--- config.mk ---
export PLATFORM = sky130hd
export DESIGN_NAME = decode_stage
export DESIGN_NICKNAME = d
export VERILOG_FILES = /design/src/core_pkg.sv /design/src/isa_pkg.sv /design/src/decode_stage.sv
export SDC_FILE = /design/constraint.sdc
export NUM_CORES = 1
export LEC_CHECK = 0
export BUFFER_PORTS_ARGS = -buffer_cell sky130_fd_sc_hd__buf_2
export CAP_MARGIN = 0
export CORE_AREA = 2 2 384 462
export DETAILED_ROUTE_END_ITERATION = 7
export DIE_AREA = 0 0 386 464
export HOLD_SLACK_MARGIN = 0.05
export SLEW_MARGIN = 15
export SYNTH_ARGS = -nofsm -noshare
export SYNTH_HDL_FRONTEND = slang
export SYNTH_SLANG_ARGS = --single-unit
--- constraint.sdc ---
create_clock -name clk -period 3.5 [get_ports clk]
set_input_delay 0.175 -clock clk [delete_from_list [all_inputs] [get_ports clk]]
set_output_delay 0.175 -clock clk [all_outputs]
set_load 0.02 [all_outputs]
--- src/core_pkg.sv ---
package core_pkg;

    typedef logic [31:0] word_t;
    typedef logic [4:0]  reg_idx_t;
    typedef logic [15:0] apb_addr_t;

    // bit 0 write starts the core, read returns run
    localparam apb_addr_t ctrl_addr = 16'h0000;

    // 4 KiB windows, word aligned
    localparam apb_addr_t imem_base = 16'h1000;
    localparam apb_addr_t dmem_base = 16'h2000;

endpackage

--- src/isa_pkg.sv ---
package isa_pkg;

    // primary opcode, bits 31:26
    typedef enum logic [5:0] {
        op_rtype = 6'h00,
        op_j     = 6'h02,
        op_beq   = 6'h04,
        op_addi  = 6'h08,
        op_lw    = 6'h23,
        op_sw    = 6'h2b,
        op_halt  = 6'h3f
    } opcode_t;

    // r-type function codes
    typedef enum logic [5:0] {
        fn_add = 6'h20,
        fn_sub = 6'h22,
        fn_and = 6'h24,
        fn_or  = 6'h25,
        fn_slt = 6'h2a
    } funct_t;

    typedef enum logic [2:0] {
        alu_add,
        alu_sub,
        alu_and,
        alu_or,
        alu_slt
    } alu_op_t;

    typedef struct packed {
        opcode_t     opcode;
        logic [4:0]  rs;
        logic [4:0]  rt;
        logic [4:0]  rd;
        logic [4:0]  shamt;
        funct_t      funct;
    } r_fields_t;

    typedef struct packed {
        opcode_t     opcode;
        logic [4:0]  rs;
        logic [4:0]  rt;
        logic [15:0] imm;
    } i_fields_t;

    // same word, two views
    typedef union packed {
        r_fields_t r;
        i_fields_t i;
    } instr_t;

endpackage

--- src/decode_stage.sv ---
`timescale 1ns/1ps

module decode_stage (
    input  logic               clk, reset, if_valid, flush, wb_en,
    input  core_pkg::word_t    if_pc, if_instr, wb_data,
    input  core_pkg::reg_idx_t wb_idx,
    output logic               stall, halt_seen, ex_valid, ex_mem_read, ex_mem_write,
    output logic               ex_reg_write, ex_branch, ex_jump, ex_use_imm, ex_halt,
    output isa_pkg::alu_op_t   ex_alu_op,
    output core_pkg::word_t    ex_pc, ex_rs_data, ex_rt_data, ex_imm, ex_target,
    output core_pkg::reg_idx_t ex_rs, ex_rt, ex_rd
);
    import core_pkg::*;
    import isa_pkg::*;

    instr_t   instr;
    word_t    regs [32];
    word_t    rs_val, rt_val;
    word_t    pc_plus4;
    reg_idx_t dest;
    alu_op_t  alu_op;
    logic     reg_write, mem_read, mem_write, branch, jump, use_imm, halt;
    logic     uses_rs, uses_rt;
    logic     bubble;

    function automatic word_t read_reg(input reg_idx_t idx);
        if (idx == '0) begin
            return '0;
        end
        // same-cycle write-back
        if (wb_en && wb_idx == idx) begin
            return wb_data;
        end
        return regs[idx];
    endfunction

    assign instr    = if_instr;
    assign pc_plus4 = if_pc + 32'd4;

    always_comb begin
        reg_write = 1'b0;
        mem_read  = 1'b0;
        mem_write = 1'b0;
        branch    = 1'b0;
        jump      = 1'b0;
        use_imm   = 1'b0;
        halt      = 1'b0;
        uses_rs   = 1'b0;
        uses_rt   = 1'b0;
        alu_op    = alu_add;
        dest      = instr.r.rd;
        case (instr.r.opcode)
            op_rtype: begin
                uses_rs   = 1'b1;
                uses_rt   = 1'b1;
                reg_write = 1'b1;
                case (instr.r.funct)
                    fn_add:  alu_op = alu_add;
                    fn_sub:  alu_op = alu_sub;
                    fn_and:  alu_op = alu_and;
                    fn_or:   alu_op = alu_or;
                    fn_slt:  alu_op = alu_slt;
                    default: reg_write = 1'b0;
                endcase
            end
            op_addi, op_lw: begin
                uses_rs   = 1'b1;
                use_imm   = 1'b1;
                reg_write = 1'b1;
                mem_read  = instr.i.opcode == op_lw;
                dest      = instr.i.rt;
            end
            op_sw: begin
                uses_rs   = 1'b1;
                uses_rt   = 1'b1;
                use_imm   = 1'b1;
                mem_write = 1'b1;
            end
            op_beq: begin
                uses_rs = 1'b1;
                uses_rt = 1'b1;
                branch  = 1'b1;
            end
            op_j:    jump = 1'b1;
            op_halt: halt = 1'b1;
            default: ;
        endcase
        // r0 writes are dropped here
        if (dest == '0) begin
            reg_write = 1'b0;
        end
        rs_val = read_reg(instr.i.rs);
        rt_val = read_reg(instr.i.rt);
    end

    // load in ex feeding this instruction
    assign stall = if_valid && ex_valid && ex_mem_read && ex_reg_write &&
                   ((uses_rs && ex_rd == instr.i.rs) || (uses_rt && ex_rd == instr.i.rt));
    assign halt_seen = if_valid && !flush && halt;
    assign bubble    = !if_valid || stall || flush;

    always_ff @(posedge clk) begin
        if (wb_en) begin
            regs[wb_idx] <= wb_data;
        end
    end

    always_ff @(posedge clk) begin
        if (reset) begin
            ex_valid     <= 1'b0;
            ex_mem_read  <= 1'b0;
            ex_mem_write <= 1'b0;
            ex_reg_write <= 1'b0;
            ex_branch    <= 1'b0;
            ex_jump      <= 1'b0;
            ex_use_imm   <= 1'b0;
            ex_halt      <= 1'b0;
        end else begin
            ex_valid     <= !bubble;
            ex_mem_read  <= !bubble && mem_read;
            ex_mem_write <= !bubble && mem_write;
            ex_reg_write <= !bubble && reg_write;
            ex_branch    <= !bubble && branch;
            ex_jump      <= !bubble && jump;
            ex_use_imm   <= !bubble && use_imm;
            ex_halt      <= !bubble && halt;
        end
    end

    always_ff @(posedge clk) begin
        ex_alu_op  <= alu_op;
        ex_pc      <= if_pc;
        ex_rs_data <= rs_val;
        ex_rt_data <= rt_val;
        ex_imm     <= {{16{instr.i.imm[15]}}, instr.i.imm};
        ex_target  <= {pc_plus4[31:28], instr.i.rs, instr.i.rt, instr.i.imm, 2'b00};
        ex_rs      <= instr.i.rs;
        ex_rt      <= instr.i.rt;
        ex_rd      <= dest;
    end

endmodule

==> reports/metrics.yaml <==
gp_congestion: 0.857
worstPathBufferInverterCount: 4
cap_viol_max_count: 0
syn-instance-count: 2883
p_per_area_nw_per_um2: 516
clk_pin_slew_worst_paths_ns: 0.06
synth_edf_count: 1024
rsz0062_at_grt: "false"
hold_viol: 0
h-tree-depth: 4
grt_remaining_overflow: 0
vias: 32800
fin_cells: 5761
seq_power_share: 0.484
post_drt_wl_per_cell_um: 32.0
insertion_delay_ns: 0.79
die-width_um: 386
syn_avg_cell_area_sq_um: 18.1
yosysWarnings: 0
worst_slack_ns: 0.457
fmax_ghz: 0.329
arrival_ns: 2.87
place_inst: 5376
io_buffers: 291
sw_frac_of_total: 0.248
ir_worst_vdd_mv: 0.333
start_util: 0.299
ys_seq_area_frac: 0.644
total_power_mw: 32.3
cts_made_buffers: 131
worst_pin_slew_ns: 1.05
drc: 0
rows: 168
ys_ff_latch: 1166
synth-async-reset-ratio: 0
synth_compound_area_frac: 0.0612
root_buffer: "clkbuf_16"
report.final.setup_viol: 0
placed_cell_area_sq_um: 57000
fin_nets: 3461
power.leakage_nw: 20.8
die_h_um: 464
netlist_area_sq_um: 52200
synth_cell_types: 68
endpoint_kind: "output port"
min_period_ns: 3.04
worst_ep_required_time_ns: 3.32
postCtsSetupRepairBufs: 0
clockBufferDepth: 3
relSlewSlack: 0.296
hold_class: "in -> reg"
dp_slack_ns: 0.778
hpwl_um: 113000
cts_tree: "yes"
viasPerCell: 5.69
p_comb_frac: 0.094
ant_nets: 0
power.share.clock: 0.421
drv_slew: 0
cpLargestDelayFamily: "buffers and inverters"
p_int_mw: 24.3
track_usage: 0.202
finalClockSkew_ns: 0.0249
routed_wl_um: 184000
cpPeakStageDelay_ns: 0.54
status: "complete, no violations"
area_growth_pct: 20.0
setup_tns_ns: 0
synth-xor-area-share: 0.00403
grt_pass1_wl_um: 256000
final_core_util: 0.359
core-area_sq_um: 174000
synthSimpleGateAreaFrac: 0.0306
antenna_found_initial: 18
fp.dieArea_sq_um: 179000
drt_iter0_markers: 3863
start_kind: "primary input"
path_cells: "dlygate4sd3_1 -> buf_6 -> buf_4 -> xor2_1 -> nor4_1 -> o2111ai_1 -> a22oi_2 -> buf_2"
io_pins: 294
crit_path_max_fanout: 39
synthMuxAreaShare: 0.226
fin_hold_ws_ns: 0.0882
synth-adder-area-share: 0
grt_max_degree: 63
critPathKind: "in -> out"
cts_sinks: 1166
finalCritPeriodShare: 0.870
p_switching_mw: 8.01
drive_above_1_share: 0.332
stdcell_area_sq_um: 62600
synth_top_family_by_area: "multiplexers"
grt_pass1_vias: 33200
first_pass_iters: 6
slowest_stage: "dlygate4sd3_1"
synthFlopType: "edfxtp_1"
-- layout make-up --
type                            instances  area [sq um]
Fill cell                           16100        112000
Inverter                                6          22.5
Tap cell                             2295          2870
Sequential cell                      1166         33600
Clock buffer                          176          3620
Timing Repair Buffer                  604          4770
Multi-Input combinational cell       1446         17100
Antenna cell                            4          10.0
Clock inverter                         64           608
-- cell usage in the layout, fill, tap and decap left out, drive strengths merged, types with 68 or more instances in the layout --
master,instances
edfxtp,1024
o22ai,70
nor2,86
dlygate4sd3,141
nand2,68
buf,463
dfxtp,142
a22oi,76
mux4,398
clkbuf,176
mux2i,224
-- per-layer routing --
layer  global-route usage  vias to the layer above  part of all wire
met1                0.259                    17300              0.39
met2                0.329                     2029              0.48
li1                     -                    13100                 -
met3               0.0455                      383             0.091
met4               0.0829                        4             0.041
met5                    0                        -           0.00018
-- power by group through the flow --
stage               clock, mW  sequential, mW  combinational [mW]
finish                   13.6            15.7                3.05
global route             14.4            15.7                3.21
CTS                      13.8            15.7                3.04
detailed placement          0            16.0                2.91
global placement            0            16.0                2.90
floorplan                   0            16.0                1.58
-- synthesized netlist by cell type, drive strengths merged (10+ instances only) --
master / n / area [sq um]
edfxtp: 1024 / 30700
mux4: 398 / 9040
mux2i: 224 / 2240
buf: 205 / 1510
dfxtp: 142 / 2840
nor2: 86 / 323
a22oi: 76 / 576
o22ai: 70 / 438
nand2: 68 / 255
a21oi: 61 / 305
clkbuf: 61 / 231
o21ai: 57 / 289
mux2: 47 / 529
nand3: 33 / 165
a32o: 32 / 320
a211oi: 29 / 218
nor3: 22 / 110
a221oi: 19 / 185
o221ai: 18 / 158
nor3b: 17 / 128
a221o: 15 / 150
a22o: 14 / 123
nor2b: 14 / 87.6
xnor2: 13 / 114
xor2: 11 / 96.3
nand3b: 10 / 75.1
nand4: 10 / 62.6
nor4: 10 / 75.1
-- what timing repair did --
| action | 4_1_cts | 5_1_grt |
|---|---|---|
| hold buffers | 141 | 0 |
| gates resized for setup | 0 | 0 |
| hold endpoints to repair | 1151 | 0 |
-- worst reg2reg max path: stages (launching register included) --
cell           delay [ns]
dfxtp_1              0.46
nand4_1              0.21
nor4_1               0.36
o2111ai_1            0.18
a22oi_2              0.43
nor3_1               0.15
dlygate4sd3_1        0.59
-- cells by family after synthesis --
group	Yosys count
AO/OA/AOI/OAI	439
XOR/XNOR	24
buffers and inverters	272
flip-flops	1166
multiplexers	669
other	1
AND/OR/NAND/NOR	312
-- registers in the layout, summed over array words and instances, names as in the netlist, 3 cells and up --
name and count:
ex_rs_data 32, ex_pc 32, ex_rt 4, ex_rd 5, ex_target 7, ex_rs 4, ex_alu_op 3, ex_rt_data 32
regs 1024, ex_imm 15
-- final timing paths --
| kind | endpoint | slack [ns] | cells after the start | startpoint |
|---|---|---|---|---|
| setup reg to reg | ex_jump | 1.03 | 6 | ex_reg_write |
| hold reg to reg | ex_rt_data[13] | 0.71 | 4 | regs[6][13] |
| setup / recovery | stall | 0.46 | 8 | if_instr[17] |
| hold / removal | ex_target[17] | 0.09 | 2 | if_instr[15] |
Note: power is estimated with default switching activity, not from simulation.
