<file path="config.mk">
export PLATFORM = sky130hd
export DESIGN_NAME = apb_debug_port
export DESIGN_NICKNAME = d
export VERILOG_FILES = /design/src/core_pkg.sv /design/src/apb_debug_port.sv
export SDC_FILE = /design/constraint.sdc
export NUM_CORES = 1
export LEC_CHECK = 0
export BUFFER_PORTS_ARGS = -buffer_cell sky130_fd_sc_hd__buf_2
export CAP_MARGIN = 30
export CORE_AREA = 2 2 79 81
export DETAILED_ROUTE_END_ITERATION = 10
export DIE_AREA = 0 0 81 83
export PLACE_DENSITY_LB_ADDON = 0.08
export SYNTH_ARGS = -nofsm -noshare
export SYNTH_HDL_FRONTEND = slang
export SYNTH_SLANG_ARGS = --single-unit
</file>
<file path="constraint.sdc">
create_clock -name clk -period 3.7 [get_ports clk]
set_clock_uncertainty 0.15 [all_clocks]
set_input_delay 1.11 -clock clk [delete_from_list [all_inputs] [get_ports clk]]
set_output_delay 1.11 -clock clk [all_outputs]
set_load 0.005 [all_outputs]
</file>
<file path="src/core_pkg.sv">
package core_pkg;

    typedef logic [31:0] word_t;
    typedef logic [4:0]  reg_idx_t;
    typedef logic [15:0] apb_addr_t;

    // bit 0 write starts the core, read returns run
    localparam apb_addr_t ctrl_addr = 16'h0000;

    // 4 KiB windows, word aligned
    localparam apb_addr_t imem_base = 16'h1000;
    localparam apb_addr_t dmem_base = 16'h2000;

endpackage

</file>
<file path="src/apb_debug_port.sv">
`timescale 1ns/1ps

module apb_debug_port (
    input  logic                clk, reset, psel, penable, pwrite, halt_retired,
    input  core_pkg::apb_addr_t paddr,
    input  core_pkg::word_t     pwdata, dbg_idata, dbg_rdata,
    output core_pkg::word_t     prdata, dbg_wdata,
    output core_pkg::apb_addr_t dbg_addr,
    output logic                pready, pslverr, run, dbg_imem_we, dbg_dmem_we
);
    import core_pkg::*;

    logic access;
    logic sel_ctrl;
    logic sel_imem;
    logic sel_dmem;
    logic err;

    assign access   = psel && penable;
    assign sel_ctrl = paddr == ctrl_addr;
    assign sel_imem = paddr[15:12] == imem_base[15:12];
    assign sel_dmem = paddr[15:12] == dmem_base[15:12];

    // unmapped, or memory touched while running
    assign err = !(sel_ctrl || sel_imem || sel_dmem) || ((sel_imem || sel_dmem) && run);

    assign pready      = 1'b1;
    assign pslverr     = access && err;
    assign dbg_addr    = paddr;
    assign dbg_wdata   = pwdata;
    assign dbg_imem_we = access && pwrite && sel_imem && !run;
    assign dbg_dmem_we = access && pwrite && sel_dmem && !run;

    always_comb begin
        prdata = '0;
        if (sel_ctrl) begin
            prdata = {31'b0, run};
        end else if (!err && sel_imem) begin
            prdata = dbg_idata;
        end else if (!err && sel_dmem) begin
            prdata = dbg_rdata;
        end
    end

    always_ff @(posedge clk) begin
        if (reset) begin
            run <= 1'b0;
        end else if (access && pwrite && sel_ctrl && pwdata[0] && !run) begin
            run <= 1'b1;
        end else if (halt_retired) begin
            run <= 1'b0;
        end
    end

endmodule

</file>
==> impl_metrics.ini, run 1 <==
[critical_path]
critical_path_class = in -> out
path_max_fanout = 34
reg2reg_slack_ns = 2.46
r2r_start = run
crit_path_start_kind = primary input
crit_arrival_ns = 2.18
reg2reg_depth = 2
cp.required_ns = 2.44
startpoint = paddr[15]
endpoint_kind = output pin

[route]
antenna_left = 0
routedWlPerCell_microns = 14.2
num_vias = 1105
drt-initial-drc-count = 14
met3_length_microns = 653
routed.top_layer = met4
wl_microns = 3860
drc = 0
wl_met1_microns = 1200
viasPerCell = 4.08
firstDrtPassIters = 5
met2_length_microns = 1910

[clock_tree]
worstSkewPairLatency_ns = 0
post_cts_buffers = 0
cts-hold-fix-buffers = 0
cts.repair.resized = 0
path_clk_slew_ns = 0

[placed_design]
place_area_sq_um = 1280
gp_congestion = 0.699
hpwl_microns = 3330
port_buffers = 139

[finish]
final_common_cell = buf_2
postLayoutCellArea_sq_um = 1280
syn_to_final_growth_pct = 51.3
largest_reg_flops = 1
fillers = 669
mostFrequentLayoutCells = buf_2 (139), a22o_1 (32)
final_core_util = 0.219
regMostFlops = run
diodes = 0
final_nets = 316
reg_top3 = run (1)
final_layout_size_suffix_gt1_frac = 0.740

[hold_path]
hp-start = run
hp-class = reg -> reg
whs_path_depth = 2

[synth]
synth_simple_gate_area_frac = 0.150
netlist.area_leader.share = 0.436
yosys_warnings = 0
synth_area_per_cell_sq_um = 7.67
yosys.area_share.xor_xnor = 0
synthMuxAreaShare = 0
synth_area_sq_um = 843
syn_nets = 228
synthTopCellsByArea = buf_4 (44%), a22o_1 (33%), buf_2 (3.0%)
ys_seq_area_frac = 0.0237
synth-adder-area-share = 0
synthCells = 110
synth_top_family_by_area = buffers and inverters
yosys.cell_types.count = 21
post-synth-top-area-cell = buf_4
synth_seq_cells = 1
synth_compound_gate_area_share = 0.347

[grt]
grt_pass1_vias = 1077
grt_max_degree = 35
track_usage = 0.0956
grt_pass1_wl_microns = 5240
overflow = 0
antenna_found_initial = 0

[power]
power_uw = 109
power_density_nw_per_um2 = 85.1
irDropWorstVdd_mv = 0.0454
p_leak_nw = 0.782

[timing]
setup_violations = 0
fin_crit_sh = 0.930
max_freq_ghz = 0.291
tns_ns = 0
slew_violations = 0
hold_violations = 0
rsz0062_at_grt = false
fin_crit_ns = 3.44

[run]
drv_cap = 0

[status]
status = completed

[die]
die_h_microns = 83
num_rows = 28
fp.dieW_microns = 81
die-area_sq_um = 6720
core_sq_um = 5820
start_util = 0.145
io_pins = 203
==> metrics by stage <==
stage / setup WS, ns / instances / hold WS (ns)
floorplan: 0.417 / 110 / 0.413
global placement: 0.231 / 271 / 0.479
detailed placement: 0.202 / 271 / 0.468
CTS: 0.202 / 271 / 0.469
global route: 0.141 / 271 / 0.509
finish: 0.258 / 271 / 0.453
==> cell families (layout without fill, tap and decap cells) <==
| logic type | count (synthesis) | in the layout |
|---|---|---|
| other | 1 | 1 |
| AND/OR/NAND/NOR | 18 | 18 |
| flip-flops | 1 | 1 |
| buffers and inverters | 56 | 142 |
| AO/OA/AOI/OAI | 34 | 34 |
==> final timing paths <==
path,to
setup / recovery,pslverr
hold / removal,run
setup reg to reg,run
hold reg to reg,run
==> cell usage after synthesis (all sizes together) <==
| library cell | number |
|---|---|
| nand3 | 1 |
| nand2 | 2 |
| nor3 | 2 |
| or2b | 1 |
| nor4 | 4 |
| nor2 | 2 |
| a22o | 32 |
| or4 | 1 |
| buf | 54 |
| and4 | 2 |
| conb | 1 |
| clkbuf | 2 |
| a21o | 1 |
| a21oi | 1 |
| nand4 | 1 |
| nand2b | 1 |
| dfxtp | 1 |
| and3b | 1 |
==> power breakdown <==
part | total (mW) | switching, mW | internal (mW) | leakage (nW)
combinational | 0.0976 | 0.0400 | 0.0576 | 0.774
clock | 0 | 0 | 0 | 0
sequential | 0.0110 | 0.0000000239 | 0.0110 | 0.00805
==> cell type report <==
class / count / area, sq um / area share
tap: 75 / 93.8 / 0.0735
multi-input combinational: 53 / 432 / 0.338
timing repair buffer: 142 / 731 / 0.573
sequential: 1 / 20.0 / 0.0157
==> critical path: stages <==
cell	delay, ns
buf_2	0.13
nor3_2	0.06
and3b_1	0.20
buf_12	0.17
nor4_1	0.32
buf_2	0.18
==> layer usage <==
layer | track usage | vias to the layer above
met4 | 0.0262 | 0
met3 | 0.0261 | 20
met1 | 0.0883 | 456
met5 | 0 | -
met2 | 0.195 | 99
li1 | - | 530
(Power assumes the default switching activity.)
==> inputs of run 2 (changes only) <==
--- a/config.mk
+++ b/config.mk
@@ -10,7 +10,9 @@
 export CORE_AREA = 2 2 79 81
 export DETAILED_ROUTE_END_ITERATION = 10
 export DIE_AREA = 0 0 81 83
-export PLACE_DENSITY_LB_ADDON = 0.08
+export GPL_ROUTABILITY_DRIVEN = 1
+export HOLD_SLACK_MARGIN = 0.1
+export PLACE_DENSITY_LB_ADDON = 0.3
 export SYNTH_ARGS = -nofsm -noshare
 export SYNTH_HDL_FRONTEND = slang
 export SYNTH_SLANG_ARGS = --single-unit
==> run 2 against run 1 <==
Die area is the same. Worst hold slack lost 0.0058 ns. Total power shrank 1.9%.
==> impl_metrics.ini, run 2 (synthesis results as in run 1) <==
[power]
p_switching_uw = 38.1
power.share.clock = 0
power_uw = 107
irDropWorstVdd_mv = 0.0534
pwr-share-comb = 0.897
p_leak_nw = 0.782
power_density_nw_per_um2 = 83.5
p_int_uw = 68.5
sw_frac_of_total = 0.358
power.share.sequential = 0.103

[timing]
max_freq_ghz = 0.284
fin_crit_ns = 3.52
setup_violations = 0
rsz0062_at_grt = false
hold_violations = 0
tns_ns = 0
fin_crit_sh = 0.951
hold_ws_ns = 0.447
slew_violations = 0

[finish]
regMostFlops = run
reg_top3 = run (1)
mostFrequentLayoutCells = buf_2 (139), a22o_1 (32)
postLayoutCellArea_sq_um = 1280
fillers = 678
diodes = 0
multi_input_area_sq_um = 432
largest_reg_flops = 1
fin_cells = 271
regArea_sq_um = 20.0
final_nets = 316
syn_to_final_growth_pct = 51.3
final_common_cell = buf_2
final_layout_size_suffix_gt1_frac = 0.740

[die]
fp.dieW_microns = 81
num_rows = 28
io_pins = 203
die_h_microns = 83
die-area_sq_um = 6720
core_sq_um = 5820
start_util = 0.145

[placed_design]
placedCellCount = 271
place_area_sq_um = 1280
gp_congestion = 0.629
port_buffers = 139
hpwl_microns = 2710

[clock_tree]
worstSkewPairLatency_ns = 0
cts-hold-fix-buffers = 0
path_clk_slew_ns = 0
cts.repair.resized = 0
post_cts_buffers = 0

[route]
routedWlPerCell_microns = 11.7
drt-initial-drc-count = 23
antenna_left = 0
drc = 0
num_vias = 1081
firstDrtPassIters = 4
viasPerCell = 3.99
wl_microns = 3180

[hold_path]
hp-class = reg -> reg
whs_path_depth = 2

[grt]
grt_pass1_vias = 1027
overflow = 0
grt_pass1_wl_microns = 4520
track_usage = 0.0820
antenna_found_initial = 0
grt_max_degree = 35

[critical_path]
endpoint_kind = output pin
crit_path_start_kind = primary input
path_max_fanout = 25
crit_arrival_ns = 2.26
cp.required_ns = 2.44
critical_path_class = in -> out
reg2reg_slack_ns = 2.47
reg2reg_depth = 2

[run]
drv_cap = 0

[status]
status = completed
## run 2: cell counts in the layout (fill, tap and decap cells not counted)
No cell type changed its count.
## run 2: routing by layer
layer | global-route usage | routed length [microns] | up-vias
li1 | - | - | 533
met1 | 0.0844 | 1060 | 453
met2 | 0.171 | 1690 | 85
met3 | 0.00652 | 394 | 10
met4 | 0.0154 | 32 | 0
met5 | 0 | 0 | -
## run 2: path summary, 6_finish.rpt
path / startpoint / endpoint
worst max-delay path: paddr[12] / prdata[31]
worst min-delay path: run / run
worst max register to register: run / run
worst min register to register: run / run
## run 2: per-stage QoR
step,setup WS [ns],util
after floorplan,0.417,-
after global placement,0.154,0.219
after detailed placement,0.135,0.219
after CTS,0.131,0.219
after global routing,0.0446,0.219
final,0.179,0.219
## run 2: cell type report
type,count,share of cell area
multi-input combinational,53,0.338
sequential,1,0.0157
tap,75,0.0735
timing repair buffer,142,0.573
## run 2: power by group through the flow
stage / clock, mW / sequential, mW / combinational (mW)
floorplan: 0 / 0.0110 / 0.0644
global placement: 0 / 0.0110 / 0.0969
detailed placement: 0 / 0.0110 / 0.0974
CTS: 0 / 0.0110 / 0.0976
global route: 0 / 0.0110 / 0.107
finish: 0 / 0.0110 / 0.0956
## run 2: worst max-delay path, cell delays in order
cell and delay, ns:
buf_2 0.12, nor3_2 0.25, and3b_1 0.22, buf_4 0.28
a22o_1 0.16, buf_2 0.12
==> inputs of run 3 (changes only) <==
--- a/config.mk
+++ b/config.mk
@@ -7,9 +7,9 @@
 export LEC_CHECK = 0
 export BUFFER_PORTS_ARGS = -buffer_cell sky130_fd_sc_hd__buf_2
 export CAP_MARGIN = 30
-export CORE_AREA = 2 2 79 81
+export CORE_AREA = 2 2 80 82
 export DETAILED_ROUTE_END_ITERATION = 10
-export DIE_AREA = 0 0 81 83
+export DIE_AREA = 0 0 82 84
 export GPL_ROUTABILITY_DRIVEN = 1
 export HOLD_SLACK_MARGIN = 0.1
 export PLACE_DENSITY_LB_ADDON = 0.3
==> constraint.sdc (replaced) <==
create_clock -name clk -period 3.75 [get_ports clk]
set_clock_uncertainty 0.15 [all_clocks]
set_input_delay 1.125 -clock clk [delete_from_list [all_inputs] [get_ports clk]]
set_output_delay 1.125 -clock clk [all_outputs]
set_load 0.005 [all_outputs]
==> run 3 against run 2 <==
Largest cell class unchanged. Critical endpoint is now prdata[15]. Register-to-register slack about the same. Critical path depth unchanged. Combinational power down 2%. Highest routed layer unchanged. Core utilization down 0.97 points.
==> impl_metrics.ini, run 3 (synthesis results as in run 1) <==
[timing]
hold_violations = 0
rsz0062_at_grt = false
fin_crit_ns = 3.45
tns_ns = 0
fin_crit_sh = 0.920
max_freq_ghz = 0.290
slew_violations = 0
setup_violations = 0
layout_setup_ws_ns = 0.301

[finish]
final_core_util = 0.210
regArea_sq_um = 20.0
regMostFlops = run
final_layout_size_suffix_gt1_frac = 0.740
diodes = 0
fin_cells = 273
multi_input_area_sq_um = 432
final_common_cell = buf_2
syn_to_final_growth_pct = 51.6
reg_top3 = run (1)
final_nets = 316
mostFrequentLayoutCells = buf_2 (139), a22o_1 (32)
fillers = 682
largest_reg_flops = 1

[die]
num_rows = 29
fp.dieW_microns = 82
io_pins = 203
die-area_sq_um = 6890
start_util = 0.138
core_sq_um = 6100
die_h_microns = 84

[grt]
overflow = 0
grt_max_degree = 34
grt_pass1_vias = 891
track_usage = 0.0705
grt_pass1_wl_microns = 3900
antenna_found_initial = 0

[route]
met2_length_microns = 1700
drt-initial-drc-count = 9
firstDrtPassIters = 3
drc = 0
antenna_left = 0
met3_length_microns = 416
routed.top_layer = met4
num_vias = 1103
wl_met1_microns = 974
viasPerCell = 4.04
wl_microns = 3090
routedWlPerCell_microns = 11.3

[placed_design]
hpwl_microns = 2700
post-place-ws_ns = 0.285
placedCellCount = 273
gp_congestion = 0.627
port_buffers = 139

[status]
status = completed

[power]
irDropWorstVdd_mv = 0.0490
power_uw = 105
power_density_nw_per_um2 = 81.9
p_leak_nw = 0.782

[run]
drv_cap = 0

[critical_path]
crit_path_start_kind = primary input
critical_path_class = in -> out
crit_arrival_ns = 2.17
path_max_fanout = 23
cp.required_ns = 2.47
endpoint_kind = output pin
reg2reg_depth = 2

[clock_tree]
cts-hold-fix-buffers = 0
post_cts_buffers = 0
worstSkewPairLatency_ns = 0
path_clk_slew_ns = 0
cts.repair.resized = 0

[hold_path]
hp-class = reg -> reg
whs_path_depth = 2
-- run 3: where the power goes --
part | total (mW) | internal, mW | leakage [nW] | switching, mW
registers | 0.0109 | 0.0109 | 0.00805 | 0.0000000259
clock network | 0 | 0 | 0 | 0
logic | 0.0939 | 0.0567 | 0.774 | 0.0372
-- run 3: area by class of cell --
class / count / share of cell area
well taps: 77 / 0.0753
flip-flops and latches: 1 / 0.0157
repair buffers: 142 / 0.571
multi-input cells: 53 / 0.338
-- run 3: final timing paths --
| check | from | endpoint | slack (ns) |
|---|---|---|---|
| max | paddr[12] | prdata[15] | 0.30 |
| min | run | run | 0.46 |
| max reg2reg | run | run | 2.48 |
| min reg2reg | run | run | 0.46 |
-- run 3: stage by stage --
step	hold slack [ns]	instance area, sq um
6_report	0.464	1280
5_1_grt	0.501	1280
4_1_cts	0.479	1280
3_5_place_dp	0.479	1280
3_3_place_gp	0.483	1280
2_1_floorplan	0.413	843
-- run 3: layer usage --
metal	vias to the layer above	GRT usage
li1	531	-
met4	0	0.00303
met5	-	0
met2	84	0.162
met3	2	0.00866
met1	486	0.0618
-- run 3: critical path, stage by stage --
cell     delay (ns)
buf_2          0.12
nor3_2         0.19
and3b_1        0.20
buf_4          0.26
a22o_1         0.17
buf_2          0.11
