## src/core_pkg.sv

```systemverilog
package core_pkg;

    typedef logic [31:0] word_t;
    typedef logic [4:0]  reg_idx_t;
    typedef logic [15:0] apb_addr_t;

    // bit 0 write starts the core, read returns run
    localparam apb_addr_t ctrl_addr = 16'h0000;

    // 4 KiB windows, word aligned
    localparam apb_addr_t imem_base = 16'h1000;
    localparam apb_addr_t dmem_base = 16'h2000;

endpackage

```

## src/isa_pkg.sv

```systemverilog
package isa_pkg;

    // primary opcode, bits 31:26
    typedef enum logic [5:0] {
        op_rtype = 6'h00,
        op_j     = 6'h02,
        op_beq   = 6'h04,
        op_addi  = 6'h08,
        op_lw    = 6'h23,
        op_sw    = 6'h2b,
        op_halt  = 6'h3f
    } opcode_t;

    // r-type function codes
    typedef enum logic [5:0] {
        fn_add = 6'h20,
        fn_sub = 6'h22,
        fn_and = 6'h24,
        fn_or  = 6'h25,
        fn_slt = 6'h2a
    } funct_t;

    typedef enum logic [2:0] {
        alu_add,
        alu_sub,
        alu_and,
        alu_or,
        alu_slt
    } alu_op_t;

    typedef struct packed {
        opcode_t     opcode;
        logic [4:0]  rs;
        logic [4:0]  rt;
        logic [4:0]  rd;
        logic [4:0]  shamt;
        funct_t      funct;
    } r_fields_t;

    typedef struct packed {
        opcode_t     opcode;
        logic [4:0]  rs;
        logic [4:0]  rt;
        logic [15:0] imm;
    } i_fields_t;

    // same word, two views
    typedef union packed {
        r_fields_t r;
        i_fields_t i;
    } instr_t;

endpackage

```

## src/execute_stage.sv

```systemverilog
`timescale 1ns/1ps

module execute_stage (
    input  logic               clk, reset,
    input  logic               ex_valid, ex_mem_read, ex_mem_write, ex_reg_write,
    input  logic               ex_branch, ex_jump, ex_use_imm, ex_halt,
    input  isa_pkg::alu_op_t   ex_alu_op,
    input  core_pkg::word_t    ex_pc, ex_rs_data, ex_rt_data, ex_imm, ex_target,
    input  core_pkg::reg_idx_t ex_rs, ex_rt, ex_rd,
    input  logic               wb_en,
    input  core_pkg::reg_idx_t wb_idx,
    input  core_pkg::word_t    wb_data,
    output logic               redirect, flush, mem_valid, mem_read, mem_write,
    output logic               mem_reg_write, mem_halt,
    output core_pkg::word_t    redirect_pc, mem_result, mem_store_data,
    output core_pkg::reg_idx_t mem_dest
);
    import core_pkg::*;
    import isa_pkg::*;

    word_t op_a;
    word_t rt_fwd;
    word_t op_b;
    word_t alu_out;
    logic  taken;

    // younger producer first; a load in ex/mem never feeds ex after the stall
    function automatic word_t forward(input reg_idx_t idx, input word_t reg_val);
        if (mem_valid && mem_reg_write && !mem_read && mem_dest == idx) begin
            return mem_result;
        end
        if (wb_en && wb_idx == idx) begin
            return wb_data;
        end
        return reg_val;
    endfunction

    always_comb begin
        op_a   = forward(ex_rs, ex_rs_data);
        rt_fwd = forward(ex_rt, ex_rt_data);
        op_b   = ex_use_imm ? ex_imm : rt_fwd;
        case (ex_alu_op)
            alu_sub: alu_out = op_a - op_b;
            alu_and: alu_out = op_a & op_b;
            alu_or:  alu_out = op_a | op_b;
            alu_slt: alu_out = {31'b0, $signed(op_a) < $signed(op_b)};
            default: alu_out = op_a + op_b;
        endcase
    end

    assign taken       = ex_valid && (ex_jump || (ex_branch && op_a == rt_fwd));
    assign redirect    = taken;
    assign flush       = taken;
    assign redirect_pc = ex_jump ? ex_target : ex_pc + 32'd4 + {ex_imm[29:0], 2'b00};

    always_ff @(posedge clk) begin
        if (reset) begin
            mem_valid     <= 1'b0;
            mem_read      <= 1'b0;
            mem_write     <= 1'b0;
            mem_reg_write <= 1'b0;
            mem_halt      <= 1'b0;
        end else begin
            mem_valid     <= ex_valid;
            mem_read      <= ex_mem_read;
            mem_write     <= ex_mem_write;
            mem_reg_write <= ex_reg_write;
            mem_halt      <= ex_halt;
        end
    end

    always_ff @(posedge clk) begin
        mem_result     <= alu_out;
        mem_store_data <= rt_fwd;
        mem_dest       <= ex_rd;
    end

endmodule

```

## config.mk

```make
export PLATFORM = sky130hd
export DESIGN_NAME = execute_stage
export DESIGN_NICKNAME = d
export VERILOG_FILES = /design/src/core_pkg.sv /design/src/isa_pkg.sv /design/src/execute_stage.sv
export SDC_FILE = /design/constraint.sdc
export NUM_CORES = 1
export LEC_CHECK = 0
export ABC_AREA = 1
export BUFFER_PORTS_ARGS = -buffer_cell sky130_fd_sc_hd__clkbuf_2
export CORE_MARGIN = 4
export CORE_UTILIZATION = 50
export CTS_CLUSTER_DIAMETER = 50
export DETAILED_ROUTE_END_ITERATION = 6
export HOLD_SLACK_MARGIN = 0.02
export PLACE_DENSITY = 0.79
export SLEW_MARGIN = 10
export SYNTH_ARGS = -nofsm -noshare
export SYNTH_HDL_FRONTEND = slang
export SYNTH_SLANG_ARGS = --single-unit
```

## constraint.sdc

```tcl
create_clock -name clk -period 3.5 [get_ports clk]
set_input_delay 0.525 -clock clk [delete_from_list [all_inputs] [get_ports clk]]
set_output_delay 0.525 -clock clk [all_outputs]
set_load 0.01 [all_outputs]
```

==> results.md, run 1 <==
* Status: finished, violations left
* Failing checks: setup timing
* Grt ovf at 0
* Largest net degree at the start of global routing at 39
* Post-synthesis cell area at 12,480 um^2
* Final min period at 3.625 ns
* Worst Path Arrival at 3.10 ns
* Simple-Gate Fraction of Synth Area at 37.23%
* Seq/Total Area, Yosys at 11.87%
* Post-Synth XOR/XNOR Area at 1.614%
* Fmax at 275.9 MHz
* Final setup skew at 0.01902 ns
* Pwr/cell area at 305.8 nW/um^2
* Critical Path RT at 2.97 ns
* Latest clock arrival within the worst-skew pair at 0.36 ns
* GPL Wtd Cong at 1.040
* Commonest cells after routing, fill and taps aside: nand2_1, buf_4, clkbuf_2
* Number of DRC markers in iteration 0 at 2,349
* Width of the die at 166.0 um
* DIE HEIGHT at 166.0 um
* Total iterations of the first detailed-routing run at 7
* Slew HR at 50.33%
* Layout area overhead at 51.05%
* Post-synthesis cell type count at 49
* Share of cells above drive strength 1 at 37.23%
* #FFs+latches synth at 74
* Hold-fix buffers at CTS at 0
* Root buffer cell: clkbuf_16
* Row cnt at 57
* Antenna viol nets, final at 0
* Area leader, netlist: nand2_1
* Final hold slack at 0.2711 ns
* Mapped Nets at 2,592
* Syn Area/Cell at 5.647 um^2
* Leak at 0.01063 uW
* Clock Sinks at 74
* Routed vias at 18,110
* First-pass GRT wire length at 88,400 um
* Core area at 24,460 um^2
* Synth warn at 0
* Initial antenna violation count at 4
* Synth Instances at 2,210
* CTS Buf Count at 9
* CP Class: in2out
* Final std cells w/o fill at 3,203
* Period utilisation layout at 103.6%
* Routed length per instance at 18.79 um
* Share of the synthesized area in the top cell type at 19.31%
* RSZ-0062 raised after global routing: true
* Largest family of logic cells by synthesized area: simple AND/OR/NAND/NOR gates
* Final nets at 3,254
* Io pins at 334
* Final wirelength at 60,200 um
* DRC at 0
* Vias in the first global route at 16,720
* Post-synthesis mux area share at 0%
* Main synth FF type: dfxtp_1
* Placed cells at 3,149
* Setup violators final at 8
* Post-synth EDFFs at 0
* Startpoint types: input port
* Synth Area in Compound Gates at 19.91%
* Async S/R FF share, synth at 0%
* Die area at 27,550 um^2
* Worst Hold Class: in2reg
* Port-buffer cells at 333
* Via density at 5.653
* Hold Fails Final Rpt at 0
* CP max FO at 6
* Total of max-cap violations at 0
* H-tree depth at 3
* Initial core utilization at 51.02%
* Peak VDD IR at 0.2590 mV
* CP Capture Type: output pin
* Commonest non-fill, non-tap cell in the layout: nand2_1
* Count of final max-slew check failures at 0
* CTS Buffer Depth at 2
* Synth Area in Adders at 15.82%
* Worst-path clk slew at 0.07 ns
* Top cells by area, synth: nand2_1, ha_1, dfxtp_1, inv_1, a21oi_1
* TritonCTS clock tree: built
* Overall global routing resource usage at 39.38%
* DPL Wire Length at 47,490 um
* Setup slack after layout at -0.1247 ns
* Actual slew at the worst max-slew pin at 0.7404 ns
layout make-up:
type / instances / area (um^2)
antenna: 2 / 5.005
sequential: 74 / 1490
clock buffer: 10 / 229.0
tap: 324 / 405.4
clock inverter: 6 / 90.09
timing repair buffer: 739 / 4921
inverter: 338 / 1269
multi-input combinational: 1710 / 10440
fill: 1904 / 5612
path summary, 6_finish.rpt:
check,start,to,slack (ns),cells after the start
max,wb_idx[1],flush,-0.12,21
min,ex_rd[0],mem_dest[0]$_DFF_P_,0.27,1
max reg2reg,mem_read$_SDFF_PP0_,mem_result[20]$_DFF_P_,-0.11,22
min reg2reg,mem_result[13]$_DFF_P_,mem_store_data[13]$_DFF_P_,0.71,3
registers in the layout, summed over array words and instances, names as in the netlist:
register / cells
mem_result: 32
mem_valid: 1
mem_reg_write: 1
mem_store_data: 32
mem_read: 1
mem_dest: 5
mem_halt: 1
mem_write: 1
Yosys cell counts, drive strengths merged (2+ instances only):
| library cell | count |
|---|---|
| nor3 | 14 |
| clkbuf | 41 |
| a41oi | 2 |
| ha | 153 |
| a21boi | 8 |
| nand3b | 3 |
| xnor2 | 7 |
| o21bai | 11 |
| or2 | 55 |
| o221ai | 2 |
| o21ai | 157 |
| o2111ai | 18 |
| nand4 | 62 |
| o211ai | 9 |
| a221oi | 3 |
| nand2 | 642 |
| nor2 | 220 |
| xor2 | 16 |
| o21a | 14 |
| clkinv | 3 |
| dfxtp | 74 |
| buf | 48 |
| nand3 | 96 |
| fa | 3 |
| a21oi | 173 |
| a31oi | 11 |
| inv | 335 |
| a21o | 15 |
| nor4 | 4 |
| a211oi | 2 |
| o22ai | 3 |
| nor3b | 2 |
metal layers:
layer / global-route usage (%) / routed length (um)
met5: 0 / 27
met4: 13.77 / 2604
met3: 7.879 / 7875
met2: 61.81 / 26010
met1: 53.91 / 23680
per-stage QoR:
| stage | setup TNS [ns] | total power (uW) | utilization [%] | setup slack, ns | area (um^2) |
|---|---|---|---|---|---|
| 6_report | -0.6124 | 5765 | 77.06 | -0.1247 | 18850 |
| 5_1_grt | -3.710 | 6072 | 77.06 | -0.2896 | 18850 |
| 4_1_cts | -0.02581 | 5369 | 73.23 | -0.01108 | 17910 |
| 3_5_place_dp | -11.45 | 4180 | 69.60 | -0.5801 | 17030 |
| 3_3_place_gp | -8.656 | 4134 | 69.60 | -0.4922 | 17030 |
| 2_1_floorplan | 0 | 2670 | - | 0.002870 | 12500 |
cell families (layout without fill, tap and decap cells):
| family | Yosys count | after routing |
|---|---|---|
| AOI/OAI and AO/OA | 432 | 432 |
| xor gates and xnor gates | 23 | 23 |
| adders and majority gates | 156 | 156 |
| buffers and inverters | 427 | 1093 |
| DFF | 74 | 74 |
| other | 0 | 2 |
| and+or+nand+nor | 1098 | 1099 |
where the power goes:
| group | internal (uW) | switching [uW] |
|---|---|---|
| registers | 967 | 171 |
| logic | 1530 | 2020 |
| clock network | 629 | 448 |
critical path, cell delays in order:
cell	delay [ns]
clkbuf_2	0.11
inv_1	0.06
nand2_1	0.07
nand2_2	0.09
nor2_4	0.18
nand3_4	0.17
buf_4	0.20
buf_4	0.13
nand2_1	0.05
nand2_1	0.12
a21oi_2	0.23
buf_4	0.17
nand2_1	0.05
nand2_1	0.05
nand2_1	0.06
nor2_1	0.15
nand2_1	0.09
nor2_2	0.13
nand3_2	0.11
a21oi_2	0.18
buf_2	0.17
timing repair:
| item | 4_1_cts | 5_1_grt |
|---|---|---|
| gates resized for setup | 126 | 221 |
| cloned | 2 | 1 |
| pin swaps | 33 | 45 |
| setup endpoints to repair | 31 | 39 |
| setup buffers | 18 | 15 |
Note: power is estimated with default switching activity, not from simulation.
==> run 2, diff against run 1 <==
--- a/config.mk
+++ b/config.mk
@@ -8,11 +8,11 @@
 export ABC_AREA = 1
 export BUFFER_PORTS_ARGS = -buffer_cell sky130_fd_sc_hd__clkbuf_2
 export CORE_MARGIN = 4
-export CORE_UTILIZATION = 50
+export CORE_UTILIZATION = 55
 export CTS_CLUSTER_DIAMETER = 50
 export DETAILED_ROUTE_END_ITERATION = 6
 export HOLD_SLACK_MARGIN = 0.02
-export PLACE_DENSITY = 0.79
+export PLACE_DENSITY = 0.83
 export SLEW_MARGIN = 10
 export SYNTH_ARGS = -nofsm -noshare
 export SYNTH_HDL_FRONTEND = slang
==> constraint.sdc (replaced) <==
create_clock -name clk -period 4.2 [get_ports clk]
set_input_delay 0.63 -clock clk [delete_from_list [all_inputs] [get_ports clk]]
set_output_delay 0.63 -clock clk [all_outputs]
set_load 0.01 [all_outputs]
==> run 2 against run 1 <==
Net effect: the run now ends clean; register-to-register slack better by 0.32 ns; utilization is 7.4 points lower; design area is 18% lower; first-iteration DRC count is 24% lower; count of clock-buffer cells in the layout is 2 higher; critical endpoint unchanged.
==> results.md, run 2 (synthesized netlist as in run 1, its figures left out) <==
* Status: completed
* Worst Path Arrival at 3.44 ns (+0.34 ns)
* Row cnt at 54 (-5.3%)
* Latest clock arrival within the worst-skew pair at 0.35 ns (about the same)
* DPL Wire Length at 43,110 um (-9.2%)
* Core area at 22,090 um^2 (-9.7%)
* Final nets at 2,971 (-8.7%)
* TritonCTS clock tree: built
* Port-buffer cells at 333 (unchanged)
* Leak at 0.009074 uW (-15%)
* DIE HEIGHT at 158.6 um (-4.4%)
* Period utilisation layout at 97.00%
* Layout area overhead at 23.39%
* CP Class: reg2out
* Placed cells at 2,858 (-9.2%)
* Regs by FF count: mem_result: 32 flops, mem_store_data: 32 flops, mem_dest: 5 flops
* Vias in the first global route at 14,930 (-11%)
* First-pass GRT wire length at 77,410 um (-12%)
* Initial core utilization at 56.48% (+5.5 points)
* DP Area at 15,080 um^2 (-11%)
* Fillers at 2,034 (+6.8%)
* Initial antenna violation count at 1 (-3)
* Root buffer cell: clkbuf_16
* CTS Buf Count at 9 (unchanged)
* Final min period at 4.074 ns
* Number of DRC markers in iteration 0 at 1,791 (-24%)
* Peak VDD IR at 0.1834 mV (-29%)
* Actual slew at the worst max-slew pin at 0.7756 ns (+0.03522 ns)
* Design Area, Final at 15,400 um^2 (-18%)
* Commonest non-fill, non-tap cell in the layout: nand2_1
* Pwr/cell area at 257.2 nW/um^2 (-16%)
* DRC at 0 (unchanged)
* Total of max-cap violations at 0 (unchanged)
* Die area at 25,160 um^2 (-8.7%)
* Grt ovf at 0 (unchanged)
* Setup violators final at 0 (-8)
* Width of the die at 158.6 um (-4.4%)
* Routed length per instance at 17.95 um (-4.5%)
* CP max FO at 11 (+5)
* Io pins at 334 (unchanged)
* Worst slack at placement at -0.1342 ns (+0.4460 ns)
* Worst Hold Class: in2reg
* CP Capture Type: output pin
* H-tree depth at 3 (unchanged)
* Final wirelength at 51,590 um (-14%)
* Share of cells above drive strength 1 at 21.98% (-15 points)
* CTS Buffer Depth at 2 (unchanged)
* Clock Sinks at 74 (unchanged)
* GPL Wtd Cong at 1.036 (-0.43%)
* Startpoint types: flop
* Critical Path RT at 3.57 ns (+0.60 ns)
* Total iterations of the first detailed-routing run at 6 (-1)
* Largest net degree at the start of global routing at 43 (+10%)
* Hold Fails Final Rpt at 0 (unchanged)
* Setup slack after layout at 0.1261 ns (+0.2508 ns)
* Final std cells w/o fill at 2,874 (-10%)
* RSZ-0062 raised after global routing: true
* Routed vias at 16,470 (-9.1%)
* Worst reg2reg setup slack at 0.21 ns (+0.32 ns)
* Commonest cells after routing, fill and taps aside: nand2_1, clkbuf_2, inv_1
* Overall global routing resource usage at 38.88% (-0.50 points)
* Count of final max-slew check failures at 0 (unchanged)
* Final setup skew at 0.01444 ns (-0.004574 ns)
* Via density at 5.730 (+1.4%)
* Tot Pwr at 3961 uW (-31%)
* Antenna viol nets, final at 0 (unchanged)
* Worst-path clk slew at 0.06 ns (about the same)
* Postcts setup bufs at 0 (-18)
* Fmax at 245.5 MHz
* Slew HR at 47.97% (-2.4 points)
==> run 2: cell type report <==
cell class / instances / area (um^2) / share of cell area (%)
antenna: 1 / 2.502 / 0.01625
clock buffer: 12 / 256.5 / 1.666
clock inverter: 3 / 15.01 / 0.09751
inverter: 338 / 1269 / 8.239
multi-input combinational: 1709 / 9360 / 60.79
sequential: 74 / 1481 / 9.621
tap: 280 / 350.3 / 2.275
timing repair buffer: 457 / 2664 / 17.30
==> run 2: critical path, stage by stage (launching register included) <==
cell and delay, ns:
dfxtp_1 0.41, inv_1 0.06, nand2_1 0.09, o21ai_0 0.11, nor2_1 0.10, nand3_1 0.18, buf_4 0.24, buf_4 0.18
or2_1 0.21, nand2_1 0.21, inv_2 0.10, nand2_1 0.07, o21ai_0 0.09, nor2_1 0.15, nand2_1 0.08, nor2_1 0.20
nand3_1 0.19, a21oi_1 0.25, clkbuf_2 0.19
==> run 2: final timing paths <==
check | startpoint | end | cells after the start
hold / removal | ex_rd[2] | mem_dest[2]$_DFF_P_ | 1
setup / recovery | mem_dest[0]$_DFF_P_ | flush | 18
hold reg to reg | mem_result[19]$_DFF_P_ | mem_store_data[19]$_DFF_P_ | 2
setup reg to reg | mem_read$_SDFF_PP0_ | mem_result[28]$_DFF_P_ | 21
==> run 2: metrics by stage <==
step,hold WS (ns),setup TNS (ns),util [%]
after floorplan,0.5267,0,-
after global placement,0.5608,-0.009701,68.24
after detailed placement,0.5640,-0.5885,68.24
after CTS,0.3815,0,69.47
after global routing,0.3772,-0.007410,69.70
final,0.3840,0,69.70
==> run 2: repair_timing <==
item | in CTS | in global routing
setup endpoints to repair | 0 | 20
gates resized for setup | 0 | 19
hold buffers | 0 | 0
==> run 2: routing by layer <==
layer / track usage [%] / vias up / part of all wire, %
met4: 12.35 / 0 / 3.1
met1: 53.20 / 7336 / 40
li1: - / 7879 / -
met5: 0 / - / 0
met2: 61.68 / 1120 / 44
met3: 7.556 / 133 / 13
==> run 2: report_power, final <==
part | leakage (uW) | total, uW | internal, uW | switching, uW
logic | 0.00831 | 2270 | 856 | 1410
registers | 0.000624 | 931 | 807 | 124
clock network | 0.000138 | 764 | 428 | 336
